===== config.mk =====
export PLATFORM = sky130hd
export DESIGN_NAME = pwm_ctrl_top
export DESIGN_NICKNAME = d
export VERILOG_FILES = /design/src/source/pwm_ctrl_pkg.sv /design/src/source/command_processor.sv /design/src/source/frame_parser.sv /design/src/source/payload_buffer.sv /design/src/source/pwm_bank.sv /design/src/source/pwm_ctrl_top.sv
export SDC_FILE = /design/constraint.sdc
export NUM_CORES = 1
export LEC_CHECK = 0
export BUFFER_PORTS_ARGS = -buffer_cell sky130_fd_sc_hd__buf_2
export CAP_MARGIN = 5
export CORE_MARGIN = 5
export CORE_UTILIZATION = 23
export DETAILED_ROUTE_END_ITERATION = 7
export PLACE_DENSITY = 0.42
export SYNTH_ARGS = -nofsm -noshare
export SYNTH_HDL_FRONTEND = slang
export SYNTH_SLANG_ARGS = --single-unit

===== constraint.sdc =====
create_clock -name clk -period 4.8 [get_ports clk]
set_clock_uncertainty 0.2 [all_clocks]
set_input_delay 1.2 -clock clk [delete_from_list [all_inputs] [get_ports clk]]
set_output_delay 1.2 -clock clk [all_outputs]
set_load 0.005 [all_outputs]

===== src/source/pwm_ctrl_pkg.sv =====
/* Shared sizes, command codes and link structs for the PWM controller.
   Imported by every RTL block and by the testbench */
package pwm_ctrl_pkg;

    // ========================================================================
    // Sizes
    // ========================================================================
    localparam int PAYLOAD_DEPTH  = 16;   // Payload buffer capacity in bytes
    localparam int PAYLOAD_ADDR_W = 4;
    localparam int NUM_CH         = 8;    // PWM channels in the bank
    localparam int CH_W           = 3;
    localparam int PWM_W          = 16;   // Period and duty width

    // ========================================================================
    // Frame and command codes
    // ========================================================================
    localparam logic [7:0] SYNC_BYTE      = 8'hA5;
    localparam logic [7:0] CMD_LED_TOGGLE = 8'hFF;
    localparam logic [7:0] CMD_PWM_CONFIG = 8'h04;
    localparam int         PWM_CFG_LEN    = 5;      // Channel, period hi/lo, duty hi/lo

    // ========================================================================
    // Link structs
    // ========================================================================
    // One byte on the input link, data only meaningful with valid
    typedef struct packed {
        logic [7:0] data;
        logic       valid;
    } byte_in_t;

    // Payload write from parser into the buffer
    typedef struct packed {
        logic                      en;
        logic [PAYLOAD_ADDR_W-1:0] addr;
        logic [7:0]                data;
    } pay_wr_t;

    // Frame complete report, done is a single-cycle pulse
    typedef struct packed {
        logic                      done;
        logic [7:0]                cmd;
        logic [PAYLOAD_ADDR_W-1:0] len;   // Saturates at 15
    } cmd_evt_t;

    // Channel configuration carried with cfg_update
    typedef struct packed {
        logic [CH_W-1:0]  ch;
        logic [PWM_W-1:0] period;
        logic [PWM_W-1:0] duty;
    } pwm_cfg_t;

endpackage


===== src/source/command_processor.sv =====
/* Command processor. Toggles the LED or reads a five-byte PWM configuration
   from the payload buffer and hands it to the PWM bank with one strobe */
`timescale 1ns/1ns

module command_processor
    import pwm_ctrl_pkg::*;
(
    input  logic                      clk,
    input  logic                      rst_n,
    input  cmd_evt_t                  cmd_evt,
    output logic [PAYLOAD_ADDR_W-1:0] rd_addr,
    input  logic [7:0]                rd_data,
    output logic                      led,
    output pwm_cfg_t                  cfg,
    output logic                      cfg_update
);

    typedef enum logic [2:0] {
        S_IDLE,
        S_RD_CH,
        S_RD_PER_H,
        S_RD_PER_L,
        S_RD_DUTY_H,
        S_RD_DUTY_L,
        S_EXEC
    } state_t;

    state_t   state;
    pwm_cfg_t cfg_q;   // Assembly register, cfg only moves at the strobe

    // ========================================================================
    // Sequencer
    // ========================================================================
    // Each read state latches the byte addressed in the previous cycle
    always_ff @(posedge clk or negedge rst_n) begin
        if (!rst_n) begin
            state      <= S_IDLE;
            rd_addr    <= '0;
            led        <= 1'b0;
            cfg        <= '0;
            cfg_update <= 1'b0;
        end else begin
            cfg_update <= 1'b0;
            case (state)
                S_IDLE: begin
                    if (cmd_evt.done) begin
                        case (cmd_evt.cmd)
                            CMD_LED_TOGGLE: led <= ~led;
                            CMD_PWM_CONFIG: begin
                                // Short payloads are ignored like unknown commands
                                if (cmd_evt.len >= PWM_CFG_LEN) begin
                                    rd_addr <= '0;
                                    state   <= S_RD_CH;
                                end
                            end
                            default: ;
                        endcase
                    end
                end
                S_RD_CH: begin
                    rd_addr <= rd_addr + 1'b1;
                    state   <= S_RD_PER_H;
                end
                S_RD_PER_H: begin
                    rd_addr <= rd_addr + 1'b1;
                    state   <= S_RD_PER_L;
                end
                S_RD_PER_L: begin
                    rd_addr <= rd_addr + 1'b1;
                    state   <= S_RD_DUTY_H;
                end
                S_RD_DUTY_H: begin
                    rd_addr <= rd_addr + 1'b1;
                    state   <= S_RD_DUTY_L;
                end
                S_RD_DUTY_L: state <= S_EXEC;     // Last byte, address stays at 4
                S_EXEC: begin
                    cfg        <= cfg_q;
                    cfg_update <= 1'b1;
                    state      <= S_IDLE;
                end
                default: state <= S_IDLE;
            endcase
        end
    end

    // Payload fields, big-endian
    always_ff @(posedge clk) begin
        case (state)
            S_RD_CH:     cfg_q.ch            <= rd_data[CH_W-1:0];
            S_RD_PER_H:  cfg_q.period[15:8]  <= rd_data;
            S_RD_PER_L:  cfg_q.period[7:0]   <= rd_data;
            S_RD_DUTY_H: cfg_q.duty[15:8]    <= rd_data;
            S_RD_DUTY_L: cfg_q.duty[7:0]     <= rd_data;
            default: ;
        endcase
    end

    // ========================================================================
    // Checks
    // ========================================================================
    a_upd_single: assert property (@(posedge clk) disable iff (!rst_n)
        cfg_update |=> !cfg_update)
        else $error("cfg_update longer than one cycle");

    // Sender must space frames so a new report never lands mid-sequence
    a_done_idle: assert property (@(posedge clk) disable iff (!rst_n)
        cmd_evt.done |-> (state == S_IDLE))
        else $error("frame reported while processor busy");

endmodule


===== src/source/frame_parser.sv =====
/* Byte link frame parser. Hunts for sync, checks length and XOR checksum,
   streams payload bytes into the buffer and reports good frames */
`timescale 1ns/1ns

module frame_parser
    import pwm_ctrl_pkg::*;
(
    input  logic     clk,
    input  logic     rst_n,
    input  byte_in_t byte_in,
    output pay_wr_t  pay_wr,
    output cmd_evt_t cmd_evt,
    output logic     frame_error
);

    typedef enum logic [2:0] {
        P_HUNT,
        P_CMD,
        P_LEN,
        P_PAYLOAD,
        P_CSUM
    } state_t;

    state_t                    state;
    logic [7:0]                cmd_q;
    logic [PAYLOAD_ADDR_W:0]   len_q;     // One extra bit so 16 fits
    logic [PAYLOAD_ADDR_W:0]   pay_cnt;
    logic [7:0]                csum_q;    // Running XOR
    logic [PAYLOAD_ADDR_W-1:0] len_rpt;

    // Payload goes straight to the buffer on the accepting strobe
    always_comb begin
        pay_wr.en   = byte_in.valid && (state == P_PAYLOAD);
        pay_wr.addr = pay_cnt[PAYLOAD_ADDR_W-1:0];
        pay_wr.data = byte_in.data;
    end

    // A full 16-byte payload still reads as long enough
    assign len_rpt = (len_q > PAYLOAD_DEPTH - 1) ? '1 : len_q[PAYLOAD_ADDR_W-1:0];

    // ========================================================================
    // Frame FSM
    // ========================================================================
    always_ff @(posedge clk or negedge rst_n) begin
        if (!rst_n) begin
            state       <= P_HUNT;
            cmd_q       <= '0;
            len_q       <= '0;
            pay_cnt     <= '0;
            csum_q      <= '0;
            cmd_evt     <= '0;
            frame_error <= 1'b0;
        end else begin
            cmd_evt.done <= 1'b0;   // Pulses only
            frame_error  <= 1'b0;
            if (byte_in.valid) begin
                case (state)
                    P_HUNT: begin
                        if (byte_in.data == SYNC_BYTE)
                            state <= P_CMD;
                    end
                    P_CMD: begin
                        cmd_q  <= byte_in.data;
                        csum_q <= byte_in.data;      // Checksum starts at the command
                        state  <= P_LEN;
                    end
                    P_LEN: begin
                        if (byte_in.data > PAYLOAD_DEPTH) begin
                            frame_error <= 1'b1;     // Would overrun the buffer
                            state       <= P_HUNT;
                        end else begin
                            len_q   <= byte_in.data[PAYLOAD_ADDR_W:0];
                            csum_q  <= csum_q ^ byte_in.data;
                            pay_cnt <= '0;
                            state   <= (byte_in.data == 8'd0) ? P_CSUM : P_PAYLOAD;
                        end
                    end
                    P_PAYLOAD: begin
                        csum_q  <= csum_q ^ byte_in.data;
                        pay_cnt <= pay_cnt + 1'b1;
                        if (pay_cnt + 1'b1 == len_q)
                            state <= P_CSUM;
                    end
                    P_CSUM: begin
                        if (byte_in.data == csum_q) begin
                            cmd_evt.done <= 1'b1;
                            cmd_evt.cmd  <= cmd_q;
                            cmd_evt.len  <= len_rpt;
                        end else begin
                            frame_error <= 1'b1;
                        end
                        state <= P_HUNT;
                    end
                    default: state <= P_HUNT;
                endcase
            end
        end
    end

    // The payload count must never wrap the buffer address
    a_wr_in_range: assert property (@(posedge clk) disable iff (!rst_n)
        pay_wr.en |-> (pay_cnt < PAYLOAD_DEPTH))
        else $error("payload write beyond buffer depth");

endmodule


===== src/source/payload_buffer.sv =====
/* Payload byte store between parser and command processor.
   One registered write port, one combinational read port */
`timescale 1ns/1ns

module payload_buffer
    import pwm_ctrl_pkg::*;
(
    input  logic                      clk,
    input  logic                      rst_n,
    input  pay_wr_t                   pay_wr,
    input  logic [PAYLOAD_ADDR_W-1:0] rd_addr,
    output logic [7:0]                rd_data
);

    logic [7:0] mem [PAYLOAD_DEPTH];

    // ========================================================================
    // Write port
    // ========================================================================
    // Contents survive until the next frame overwrites them
    always_ff @(posedge clk or negedge rst_n) begin
        if (!rst_n) begin
            for (int i = 0; i < PAYLOAD_DEPTH; i++) begin
                mem[i] <= '0;
            end
        end else if (pay_wr.en) begin
            mem[pay_wr.addr] <= pay_wr.data;
        end
    end

    // ========================================================================
    // Read port
    // ========================================================================
    // Same-cycle read, the processor latches it on the following edge
    always_comb begin
        rd_data = mem[rd_addr];
    end

endmodule


===== src/source/pwm_bank.sv =====
/* Eight independent PWM channels. A cfg_update loads period and duty
   into the addressed channel and restarts its counter */
`timescale 1ns/1ns

module pwm_bank
    import pwm_ctrl_pkg::*;
(
    input  logic              clk,
    input  logic              rst_n,
    input  pwm_cfg_t          cfg,
    input  logic              cfg_update,
    output logic [NUM_CH-1:0] pwm_out
);

    logic [PWM_W-1:0] period [NUM_CH];
    logic [PWM_W-1:0] duty   [NUM_CH];
    logic [PWM_W-1:0] cnt    [NUM_CH];

    // ========================================================================
    // Channels
    // ========================================================================
    for (genvar i = 0; i < NUM_CH; i++) begin : g_ch
        logic sel;

        assign sel = cfg_update && (cfg.ch == CH_W'(i));

        always_ff @(posedge clk or negedge rst_n) begin
            if (!rst_n) begin
                period[i] <= '0;   // Period 0 keeps the output low
                duty[i]   <= '0;
                cnt[i]    <= '0;
            end else if (sel) begin
                period[i] <= cfg.period;
                duty[i]   <= cfg.duty;
                cnt[i]    <= '0;   // Fresh cycle on every update
            end else if ((period[i] == '0) || (cnt[i] >= period[i] - 1'b1)) begin
                cnt[i] <= '0;
            end else begin
                cnt[i] <= cnt[i] + 1'b1;
            end
        end

        // Duty at or above period gives constant high
        assign pwm_out[i] = (period[i] != '0) && (cnt[i] < duty[i]);
    end

endmodule


===== src/source/pwm_ctrl_top.sv =====
/* Top level of the PWM controller. Wires the frame parser, payload buffer,
   command processor and PWM bank together */
`timescale 1ns/1ns

module pwm_ctrl_top
    import pwm_ctrl_pkg::*;
(
    input  logic              clk,
    input  logic              rst_n,
    input  byte_in_t          byte_in,
    output logic              led,
    output logic [NUM_CH-1:0] pwm_out,
    output logic              frame_error
);

    pay_wr_t                   pay_wr;
    cmd_evt_t                  cmd_evt;
    logic [PAYLOAD_ADDR_W-1:0] rd_addr;
    logic [7:0]                rd_data;
    pwm_cfg_t                  cfg;
    logic                      cfg_update;

    frame_parser u_parser (
        .clk         (clk),
        .rst_n       (rst_n),
        .byte_in     (byte_in),
        .pay_wr      (pay_wr),
        .cmd_evt     (cmd_evt),
        .frame_error (frame_error)
    );

    payload_buffer u_buffer (
        .clk     (clk),
        .rst_n   (rst_n),
        .pay_wr  (pay_wr),
        .rd_addr (rd_addr),
        .rd_data (rd_data)
    );

    command_processor u_proc (
        .clk        (clk),
        .rst_n      (rst_n),
        .cmd_evt    (cmd_evt),
        .rd_addr    (rd_addr),
        .rd_data    (rd_data),
        .led        (led),
        .cfg        (cfg),
        .cfg_update (cfg_update)
    );

    pwm_bank u_pwm (
        .clk        (clk),
        .rst_n      (rst_n),
        .cfg        (cfg),
        .cfg_update (cfg_update),
        .pwm_out    (pwm_out)
    );

endmodule


# Word-level counts from Yosys, hierarchy flattened
# Cells that the tools add are included.
[totals] regBits=634 inputBits=11 out_inout_bits=10 wordCells=241
[classes] n_addsub=18 n_lt_le_gt_ge=22 n_eq_ne=28 mux=48 bitwise_logic=5 reduce_logical=59
[ops] cell="16-bit 2-to-1 mux" count=16
[ops] cell="16-bit by 1-bit adder with 16-bit output, second input constant" count=8
[ops] cell="128-bit bitwise mux" count=1
[ops] cell="16-bit >= comparator" count=8
[ops] cell="16-bit logical NOT" count=8
[ops] cell="16-bit < comparator" count=8
[ops] cell="16-bit nonzero test" count=8
[ops] cell="16-bit by 1-bit subtractor with 16-bit output, second input constant" count=8
[ops] cell="13-bit 2-to-1 mux" count=3
[ops] cell="8-bit binary-select mux with 4-bit select" count=1
[ops] cell="8-bit demux with 4-bit select" count=1
[ops] cell="8-bit 2-to-1 mux" count=4
[ops] cell="3-bit == test, second input constant" count=8
[ops] cell="8-bit one-hot mux with 3 select lines" count=1
[ops] cell="3-bit 2-to-1 mux" count=7
[ops] cell="3-bit AND reduction" count=7
[ops] cell="3-bit by 2-bit == test with 1-bit output, second input constant" count=6
[ops] cell="1-bit logical AND" count=18
[ops] cell="3-bit one-hot mux with 6 select lines" count=1
[ops] cell="8-bit == test, second input constant" count=2
[ops] cell="4-bit 2-to-1 mux" count=4
[ops] cell="3-bit one-hot mux with 4 select lines" count=1
[ops] cell="5-bit >= comparator, second input constant" count=2
[ops] cell="4-bit inverter with 5-bit output" count=2
[ops] cell="27 further kinds" count=47

# Depth between registers and ports, before layout
# Gate-level depths: netlist of the first run.
[depth] depth_word=6 ltp_mapped=13 mapped_depth_nobuf=12

# Modules after synthesis
# Synthesis of the first run repeated with hierarchy kept, for this count alone.
[hier_totals] hier_cells=3179 area_unflattened_um2=34202.8
[modules_own_cells] module="pwm_bank" n_inst=1 cells_per_inst=2337 area_each_um2=23038.3 seq_area_each_um2=9609.2
[modules_own_cells] module="payload_buffer" n_inst=1 cells_per_inst=365 area_each_um2=5915.7 seq_area_each_um2=3203.1
[modules_own_cells] module="command_processor" n_inst=1 cells_per_inst=247 area_each_um2=2949.1 seq_area_each_um2=2152.1
[modules_own_cells] module="frame_parser" n_inst=1 cells_per_inst=230 area_each_um2=2299.7 seq_area_each_um2=1076.0

# Worst setup path after synthesis of the first run
# OpenSTA, ideal clock, no wires.
[synth_path] path_type="flip-flop to flip-flop" from="register u_pwm.period[83] in the netlist's numbering" to="register u_pwm.cnt[86] in the netlist's numbering" setup_time_ns=0.136 arrival_time_ns=3.388 required_time_ns=4.464 setup_slack_ns=1.076 path_stages_with_launch=13 n_path_buf=1 synth_period_minus_slack_ns=3.724 path_cell_list="dfrtp_1 or4_2 nor3_1 nand2_1 nor4_1 xnor2_1 ha_1 nand4_1 nor2_1 nand3_1 nor4_1 clkbuf_1 nor3_1"
[synth_via] elab_chain_cells=5 word_cells_on_any_way=6 cone_classes="add/sub (1); order compare (1); mux (2); reduce/logical (2)"
[synth_lines] element="start, declared" line="pwm_bank.sv:15" text="logic [PWM_W-1:0] period [NUM_CH];"
[synth_lines] element="start signal, assigned by index" line="pwm_bank.sv:33" text="period[i] <= cfg.period;"
[synth_lines] element="16-bit by 1-bit subtractor with 16-bit output" line="pwm_bank.sv:36" text="end else if ((period[i] == '0) || (cnt[i] >= period[i] - 1'b1)) begin"
[synth_lines] element="16-bit >= comparator" line="pwm_bank.sv:36"
[synth_lines] element="1-bit logical OR (*)" line="pwm_bank.sv:36"
[synth_lines] element="16-bit 2-to-1 mux (*)" line="pwm_bank.sv:36"
[synth_lines] element="16-bit 2-to-1 mux (*)" line="pwm_bank.sv:32" text="end else if (sel) begin"
[synth_lines] element="end signal, assigned by index" line="pwm_bank.sv:39" text="cnt[i] <= cnt[i] + 1'b1;"
[synth_lines] element="end, declared" line="pwm_bank.sv:17" text="logic [PWM_W-1:0] cnt [NUM_CH];"
# Every way passes the cells marked *; elsewhere a longest branch is shown, timed or not.
# A chain may end at the register's enable or synchronous reset.

# Worst setup path in the final report of the first run
[layout_path] from="register u_pwm.period[89] in the netlist's numbering" to="output port pwm_out[2]"
[layout_via] elab_chain_cells=2
[layout_lines] element="16-bit nonzero test" line="pwm_bank.sv:44" text="assign pwm_out[i] = (period[i] != '0) && (cnt[i] < duty[i]);"
[layout_lines] element="1-bit logical AND" line="pwm_bank.sv:44"
[layout_lines] element="end, declared" line="pwm_ctrl_top.sv:12" text="output logic [NUM_CH-1:0] pwm_out,"
# Every way passes these cells.

==> results of run 1 <==
synthesized netlist by cell type (all sizes together) (4+ instances only):
| cell type | number |
|---|---|
| a221o | 6 |
| ha | 277 |
| and3 | 17 |
| nor2 | 116 |
| nand3 | 96 |
| nand4b | 7 |
| and2 | 9 |
| o221ai | 9 |
| o21a | 6 |
| or4 | 13 |
| nand4 | 57 |
| and4 | 9 |
| xnor2 | 127 |
| a2111oi | 7 |
| nor4b | 4 |
| buf | 18 |
| nor2b | 39 |
| a21oi | 79 |
| mux2i | 6 |
| dfrtp | 599 |
| nor4 | 40 |
| o21ai | 122 |
| mux4 | 24 |
| o22ai | 8 |
| nand2 | 298 |
| or3 | 9 |
| a31oi | 5 |
| a211oi | 26 |
| inv | 165 |
| nor3 | 165 |
| o211ai | 13 |
| clkbuf | 106 |
| edfxtp | 35 |
| nand2b | 33 |
| mux2 | 349 |
| o2111ai | 8 |
| a21o | 57 |
| nand3b | 6 |
| nor3b | 11 |
| o31a | 4 |
| xor2 | 111 |
logic make-up (layout without fill, tap and decap cells):
kind of cell               Yosys count  in the layout  share of synthesized area, %
adders and majority gates          277            277                          10.1
and+or+nand+nor                    936            936                          13.5
DFF                                634            634                          46.9
muxes                              379            379                          13.2
buffers and inverters              290            371                          3.35
AOI/OAI and AO/OA                  370            370                          6.84
other                                0              5                             0
xor gates and xnor gates           238            238                          6.09
power by group through the flow:
| stage | Sequential [mW] | Clock (mW) | Combinational, mW |
|---|---|---|---|
| final | 6.12 | 6.17 | 1.39 |
| after detailed placement | 6.22 | 0 | 1.42 |
| after CTS | 6.12 | 6.39 | 1.42 |
| after floorplan | 6.08 | 0 | 1.05 |
| after global placement | 6.22 | 0 | 1.40 |
| after global routing | 6.17 | 6.61 | 1.55 |
cell usage in the layout, fill, tap and decap left out, types with 10 or more instances in the layout:
cell / Yosys / final
sky130_fd_sc_hd__dfrtp_1: 599 / 598
sky130_fd_sc_hd__mux2_2: 349 / 349
sky130_fd_sc_hd__nand2_1: 298 / 298
sky130_fd_sc_hd__ha_1: 277 / 277
sky130_fd_sc_hd__inv_1: 165 / 165
sky130_fd_sc_hd__nor3_1: 165 / 163
sky130_fd_sc_hd__xnor2_1: 127 / 127
sky130_fd_sc_hd__o21ai_0: 122 / 122
sky130_fd_sc_hd__nor2_1: 116 / 115
sky130_fd_sc_hd__xor2_1: 111 / 111
sky130_fd_sc_hd__nand3_1: 96 / 96
sky130_fd_sc_hd__a21oi_1: 79 / 79
sky130_fd_sc_hd__clkbuf_16: 0 / 79
sky130_fd_sc_hd__nand4_1: 57 / 57
sky130_fd_sc_hd__a21o_1: 57 / 57
sky130_fd_sc_hd__buf_4: 10 / 41
sky130_fd_sc_hd__nor2b_1: 39 / 39
sky130_fd_sc_hd__nor4_1: 39 / 38
sky130_fd_sc_hd__edfxtp_1: 35 / 35
sky130_fd_sc_hd__nand2b_1: 33 / 33
sky130_fd_sc_hd__a211oi_1: 26 / 26
sky130_fd_sc_hd__mux4_2: 24 / 24
sky130_fd_sc_hd__buf_2: 4 / 19
sky130_fd_sc_hd__and3_1: 17 / 17
sky130_fd_sc_hd__clkinv_2: 0 / 15
sky130_fd_sc_hd__o211ai_1: 12 / 12
sky130_fd_sc_hd__or4_1: 10 / 10
sky130_fd_sc_hd__nor3b_1: 11 / 10
sky130_fd_sc_hd__bufinv_16: 0 / 10
routing by layer:
| layer | part of all wire (%) | track usage, % |
|---|---|---|
| met2 | 46 | 18.6 |
| met3 | 3.2 | 1.83 |
| met5 | 0 | 0 |
| met1 | 49 | 17.0 |
| met4 | 2.1 | 2.92 |
cell type report:
class,count,area (um^2),area share [%]
Antenna cell,5,12.5,0.0318
Sequential cell,634,16000,40.7
Inverter,166,623,1.58
Timing Repair Buffer,67,538,1.37
Clock buffer,96,2130,5.41
Multi-Input combinational cell,2200,17100,43.4
Clock inverter,42,529,1.34
Tap cell,1930,2410,6.13
worst max-delay path, stage by stage (launching register included):
cell and delay [ns]:
sky130_fd_sc_hd__dfrtp_1 0.42, sky130_fd_sc_hd__or4_4 0.58, sky130_fd_sc_hd__or4_4 0.44, sky130_fd_sc_hd__or4b_4 0.55, sky130_fd_sc_hd__o211ai_1 0.11, sky130_fd_sc_hd__a21oi_1 0.06
sky130_fd_sc_hd__buf_2 0.17
per-stage QoR:
stage               instances  area (um^2)  worst slack, ns
finish                   5140        39400            0.420
global route             5135        39400            0.314
CTS                      5135        39400            0.345
detailed placement       4997        36700            0.690
global placement         4997        36700            0.641
floorplan                3124        34200             1.08
final timing paths:
kind,from,endpoint,depth (start not counted)
min in group asynchronous,rst_n,u_pwm.cnt[28],1
worst max register to register,u_pwm.period[115],u_pwm.cnt[123],11
worst min register to register,u_proc.cfg_q[10],u_proc.cfg[10],2
max in group asynchronous,rst_n,u_pwm.cnt[117],3
worst max-delay path,u_pwm.period[89],pwm_out[2],6
worst min-delay path,u_proc.cfg_q[10],u_proc.cfg[10],2
flip-flops by register name (all words and copies together), names as in the netlist, 4 cells and up:
name	flops
u_buffer.mem	128
u_parser.cmd_evt	13
u_parser.cmd_q	8
u_parser.csum_q	8
u_parser.len_q	5
u_parser.pay_cnt	5
u_proc.cfg	35
u_proc.cfg_q	35
u_proc.rd_addr	4
u_pwm.cnt	128
u_pwm.duty	128
u_pwm.period	128
==> impl_summary.md, run 1 <==
Cells and area
The final layout contains 3432 nets. Counting the fill cells in the layout gives 15600. The proportion of layout cells with a drive suffix above 1 is 18.4%. The area growth from synthesis to layout is 15.1%. Cells fill 26.6% of the core in the end.

Power and ir drop
The power consumption is 13.7 mW. The peak supply drop is 0.227 mV. The part of the total power dissipated in combinational logic is 10.1%. For this design the static power due to leakage is 18.6 nW.

The switching component of the power is 3.45 mW. Power spread over the standard cell area amounts to 347 mW/mm^2. The cell-internal power is 10.2 mW.

Of the total power, registers draw 44.7%. The net switching share of the total power is 25.2%. The clock network is responsible for 45.1% of the overall power.

Clock tree
The cell sitting at the root of the clock tree is a sky130_fd_sc_hd__clkbuf_16. The number of clock buffers added by TritonCTS is 75. The clock edge transition at the registers on the reported setup and hold paths is 0.06 ns. Counting along the longest clock path gives a buffer depth of 3. CTS built an H-tree with a depth of 3.

TritonCTS built the clock tree. At the later pin of the worst-skew pair, clock insertion delay measures 0.65 ns. Once the clock tree was built, the resizer swapped 0 gates to a different size.

The buffer count from post-CTS setup fixing is 0. For this design, the sink count on the clock tree is 634. The total of hold buffers inserted after clock tree synthesis is 0.

Min path
The path class of the tightest hold or removal check is reg2reg.

STA
The fmax is 228 MHz. After layout, the worst path uses 91.2% of the clock period. At the pin with the least slew margin, the transition time is 1.09 ns. The number of pins with negative max-slew slack in the final report is 0. Setup repair after global routing left no endpoint under its margin. On the final layout, the worst hold slack is 0.228 ns. The number of hold violations in the final report came to 0. The final critical-path required period is 4.38 ns. The total negative setup slack is 0 ns. The total of endpoints with negative setup slack in the final report is 0.

The worst max-slew margin expressed relative to the limit is 26.9%.

Setup path
Along the worst path, the maximum fanout reaches 5. STA classifies the critical path endpoint as an output pin. The classification of the worst setup path is reg2out. For flop-to-flop paths, the worst setup slack is 0.70 ns. The kind of start point of the critical path is a register. The signal arrival time at the worst endpoint is 2.98 ns.

The required time of the critical path is 3.40 ns.

Synth
The largest total area in the synthesized netlist belongs to sky130_fd_sc_hd__dfrtp_1. In this run the biggest area consumer among cell types represents 43.8% of the synthesized area. The count of cell types in the netlist is 67. The flip-flop and latch count after synthesis is 634.

The average size of a mapped cell is 11.0 um^2. The number of nets handed over by synthesis was 3412. In the synthesized netlist the dominant register cell turns out to be sky130_fd_sc_hd__dfrtp_1. The share of flip-flops with an asynchronous set or reset is 94.5%. Counting flops with a built-in enable in the synthesized netlist gives 35. The post-synthesis cell area is 0.0342 mm^2. Synthesis produced a netlist whose cell count is 3124. Sequential elements use 46.9% of the synthesized area. The number of warnings reported in the yosys synthesis log is 0. Sorting the synthesized cells by area gives the leading types as sky130_fd_sc_hd__dfrtp_1 (44%), sky130_fd_sc_hd__mux2_2 (11%), sky130_fd_sc_hd__ha_1 (10%).

Floorplan
For this configuration, the core starts out at a cell density of 23.1%. The total area inside the core boundary comes to 0.148 mm^2. The floorplan step set the die height to 396 um. 21 I/O pins were placed. The floorplan step defined a die boundary enclosing 0.157 mm^2.

The overall die width is 396 um. The count of standard-cell rows is 141.

GRT
The via count of the first global-routing pass is 23000. The total routing resource utilization after global routing is 11.8%. Entering global routing, the biggest net connects 112 pins.

The global-route wire length before repair is 144000 um. The initial antenna violation count is 9. The residual overflow from global routing is 0.

Drt
The count of nets left with antenna violations once routing finished came out at 0. The detailed-route via count is 22900. The first detailed-routing pass ran for 5 iterations.

Dividing the detail-routed wire length by the instance count gives 18.1 um. After detailed routing, the number of remaining DRC violations is 0. In the routed layout, each cell is associated on average with a via count of 4.45.

For this block, the initial DRC count from the detailed router was 999. The aggregate routed wire length is 92900 um.

Status
The run finished with clean final reports.

Job
The count of maximum capacitance violations is 0.

Placement
Routability-driven placement finished with a final weighted congestion of 0.755. Detailed placement finished with a half-perimeter wire length of 60700 um. In this run the tool buffered the top-level ports with 20 buffer cells.
Power figures use the tool's default switching activity.
==> run 2: changes to the inputs <==
--- a/config.mk
+++ b/config.mk
@@ -8,3 +8,3 @@
 export BUFFER_PORTS_ARGS = -buffer_cell sky130_fd_sc_hd__buf_2
-export CAP_MARGIN = 5
+export CAP_MARGIN = 25
 export CORE_MARGIN = 5
@@ -12,3 +12,3 @@
 export DETAILED_ROUTE_END_ITERATION = 7
-export PLACE_DENSITY = 0.42
+export PLACE_DENSITY = 0.39
 export SYNTH_ARGS = -nofsm -noshare
==> constraint.sdc (replaced) <==
create_clock -name clk -period 4.8 [get_ports clk]
set_clock_uncertainty 0.2 [all_clocks]
set_input_delay 0.96 -clock clk [delete_from_list [all_inputs] [get_ports clk]]
set_output_delay 0.96 -clock clk [all_outputs]
set_load 0.005 [all_outputs]
==> impl_summary.md, run 2 (synthesis results as in run 1) <==
Status
The flow ran to the end, and the final reports show no timing, DRC or antenna violations.

Power and ir drop
The power consumption is 13.6 mW. The leakage dissipation is 18.6 nW. The peak supply drop is 0.205 mV. Power spread over the standard cell area amounts to 345 mW/mm^2.

Setup path
The required time of the critical path is 3.64 ns. The signal on the critical path passes through or4_4 -> or4_4 -> or4b_4 -> o211ai_1 -> a21oi_1 -> buf_2. Counting buffers and inverters, the worst setup path is 6 cells deep. STA classifies the critical path endpoint as an output pin. In this design, the stage delay of the slowest critical-path cell is 0.58 ns. Along the worst path, the maximum fanout reaches 5. Grouping stages by cell kind, the critical path spends the most delay in simple AND/OR/NAND/NOR gates. Counting both buffers and inverters, the worst setup path holds a total of 1. The kind of start point of the critical path is a register. The most frequent cell on the critical path is sky130_fd_sc_hd__or4_4. STA puts the critical path data arrival time at 3.04 ns. The classification of the worst setup path is reg2out.

The slowest stage of the critical path is the sky130_fd_sc_hd__or4_4 cell. The number of cells on the worst reg-to-reg path is 11.

Clock tree
Counting the buffers created by CTS gives 79. The number of sinks driven by the clock tree is 634. Clock-pin slew was measured on the worst setup and hold paths at 0.06 ns.

The maximum number of buffers from clock root to sink is 3. TritonCTS built the clock tree. In this run the clock root is driven by a sky130_fd_sc_hd__clkbuf_16. The number of levels the H-tree was split into is 3.

The clock latency of the later-clocked register in the worst-skew pair is 0.66 ns. After clock tree synthesis, the setup repair step added 0 buffers. The total of hold buffers inserted after clock tree synthesis is 0.

After clock tree synthesis, the repair step resized 0 gates.

Drt
The aggregate routed wire length is 96100 um. In the final routed layout, each cell accounts on average for 18.7 um. The detailed-route via count is 23000. The ratio of routed vias to standard cells is 4.47. The antenna violation net count after detailed routing is 0. The pre-antenna-repair detailed-routing pass consisted of 5 iterations. After detailed routing, the number of remaining DRC violations is 0. For this block, the initial DRC count from the detailed router was 1063.

GRT
The initial antenna violation count came to 10. The residual overflow from global routing is 0. The total routing resource utilization after global routing is 12.3%. The global-route wire length before repair is 149000 um. The via count of the first global-routing pass is 23400.

Entering global routing, the biggest net connects 95 pins.

Floorplan
21 I/O pins were placed. The die covers 0.157 mm^2. The area of the core region is 0.148 mm^2. The initialized floorplan defines 141 standard-cell rows. The die span in y is 396 um.

The floorplan step set the die width to 396 um. The starting density of the core is 23.1%.

STA
The number of pins with negative max-slew slack in the final report is 0. Timing would allow up to 238 MHz. Across all hold checks on the routed design, the worst slack comes to 0.0527 ns.

The number of hold violations in the final report is 0. The worst path uses 87.4% of the clock period. For the finished layout, the period the worst path requires is 4.20 ns.

Setup repair after global routing left no endpoint under its margin. Setup violations remaining at the end of the flow were counted as 0. At the pin with the least slew margin, the transition time is 1.02 ns. For the final routed database, the setup TNS stands at 0 ns.

In this run the tightest slew margin relative to its limit is 32.1%.

Cells and area
Cells with a size suffix above 1 make up 18.3% of the layout. Relative to the synthesized area, the layout overhead comes to 15.1%. After routing the design area is 0.0394 mm^2. The most common cell after layout, fill and taps aside is sky130_fd_sc_hd__dfrtp_1. The number of nets in the layout is 3432. The non-filler instance count after layout is 5141. The library cells used most frequently in the layout, excluding fill and tap cells, are sky130_fd_sc_hd__dfrtp_1 (598), sky130_fd_sc_hd__mux2_2 (349), sky130_fd_sc_hd__nand2_1 (298).

Placement
The HPWL after detailed placement is 62900 um. The number of buffers added on ports is 20. Including well taps, the total number of placed cells is 4993. The congestion estimate from routability-driven global placement came to 0.735. In this run the cell area measured after placement is 0.0368 mm^2.

Job
The tool flagged a number of max-cap violations equal to 0.

Min path
In this run the worst hold path is classified as in2async.
## run 2: changes by cell type in the layout (fill, tap and decap cells not counted), moves of 2 or more
cell and change:
sky130_fd_sc_hd__buf_8 +3, sky130_fd_sc_hd__bufinv_16 -4, sky130_fd_sc_hd__clkinv_2 +5, sky130_fd_sc_hd__clkbuf_16 +3, sky130_fd_sc_hd__buf_16 +3, sky130_fd_sc_hd__buf_4 -10, sky130_fd_sc_hd__clkinv_4 -2, sky130_fd_sc_hd__clkbuf_1 +4
## run 2: layout make-up
cell class | count | area, um^2
Tap cell | 1930 | 2410
Clock buffer | 102 | 2210
Antenna cell | 4 | 10.0
Fill cell | 15500 | 108000
Timing Repair Buffer | 63 | 591
Sequential cell | 634 | 16000
Multi-Input combinational cell | 2200 | 17100
Clock inverter | 42 | 398
Inverter | 166 | 623
## run 2: where the power goes
group | internal, mW | switching [mW]
Sequential | 5.84 | 0.284
Clock | 3.57 | 2.48
Combinational | 0.689 | 0.723
## run 2: final timing paths
path / start / to / slack (ns)
hold reg to reg: u_proc.cfg_q[4] / u_proc.cfg[4] / 0.22
hold / removal: rst_n / u_pwm.duty[29] / 0.05
setup / recovery: u_pwm.period[89] / pwm_out[2] / 0.60
max in group asynchronous: rst_n / u_pwm.cnt[121] / 3.29
min in group clk: u_proc.cfg_q[4] / u_proc.cfg[4] / 0.22
setup reg to reg: u_pwm.period[115] / u_pwm.cnt[123] / 0.68
## run 2: worst register-to-register path, cell delays in order, from the launching register on
cell and delay (ns):
sky130_fd_sc_hd__dfrtp_1 0.43, sky130_fd_sc_hd__or4_1 0.53, sky130_fd_sc_hd__nor3_1 0.32, sky130_fd_sc_hd__nand2_1 0.18
sky130_fd_sc_hd__or3_1 0.35, sky130_fd_sc_hd__xor2_1 0.16, sky130_fd_sc_hd__ha_1 0.29, sky130_fd_sc_hd__nand4_1 0.14
sky130_fd_sc_hd__nor3_1 0.07, sky130_fd_sc_hd__a2111oi_0 0.54, sky130_fd_sc_hd__nand2_1 0.48, sky130_fd_sc_hd__a211oi_1 0.34
## run 2: through the flow
| step | worst slack [ns] | utilization, % |
|---|---|---|
| 6_report | 0.603 | 26.6 |
| 5_1_grt | 0.131 | 26.6 |
| 4_1_cts | 0.483 | 26.6 |
| 3_5_place_dp | 0.634 | 24.9 |
| 3_3_place_gp | 0.576 | 24.8 |
| 2_1_floorplan | 1.08 | - |
## run 2: per-layer routing
layer | global-route usage (%) | vias to the layer above | wire length (um)
met5 | 0 | - | 0
met2 | 19.4 | 249 | 43300
met3 | 2.32 | 108 | 3060
met4 | 2.68 | 0 | 1820
li1 | - | 11200 | -
met1 | 17.5 | 11500 | 47800
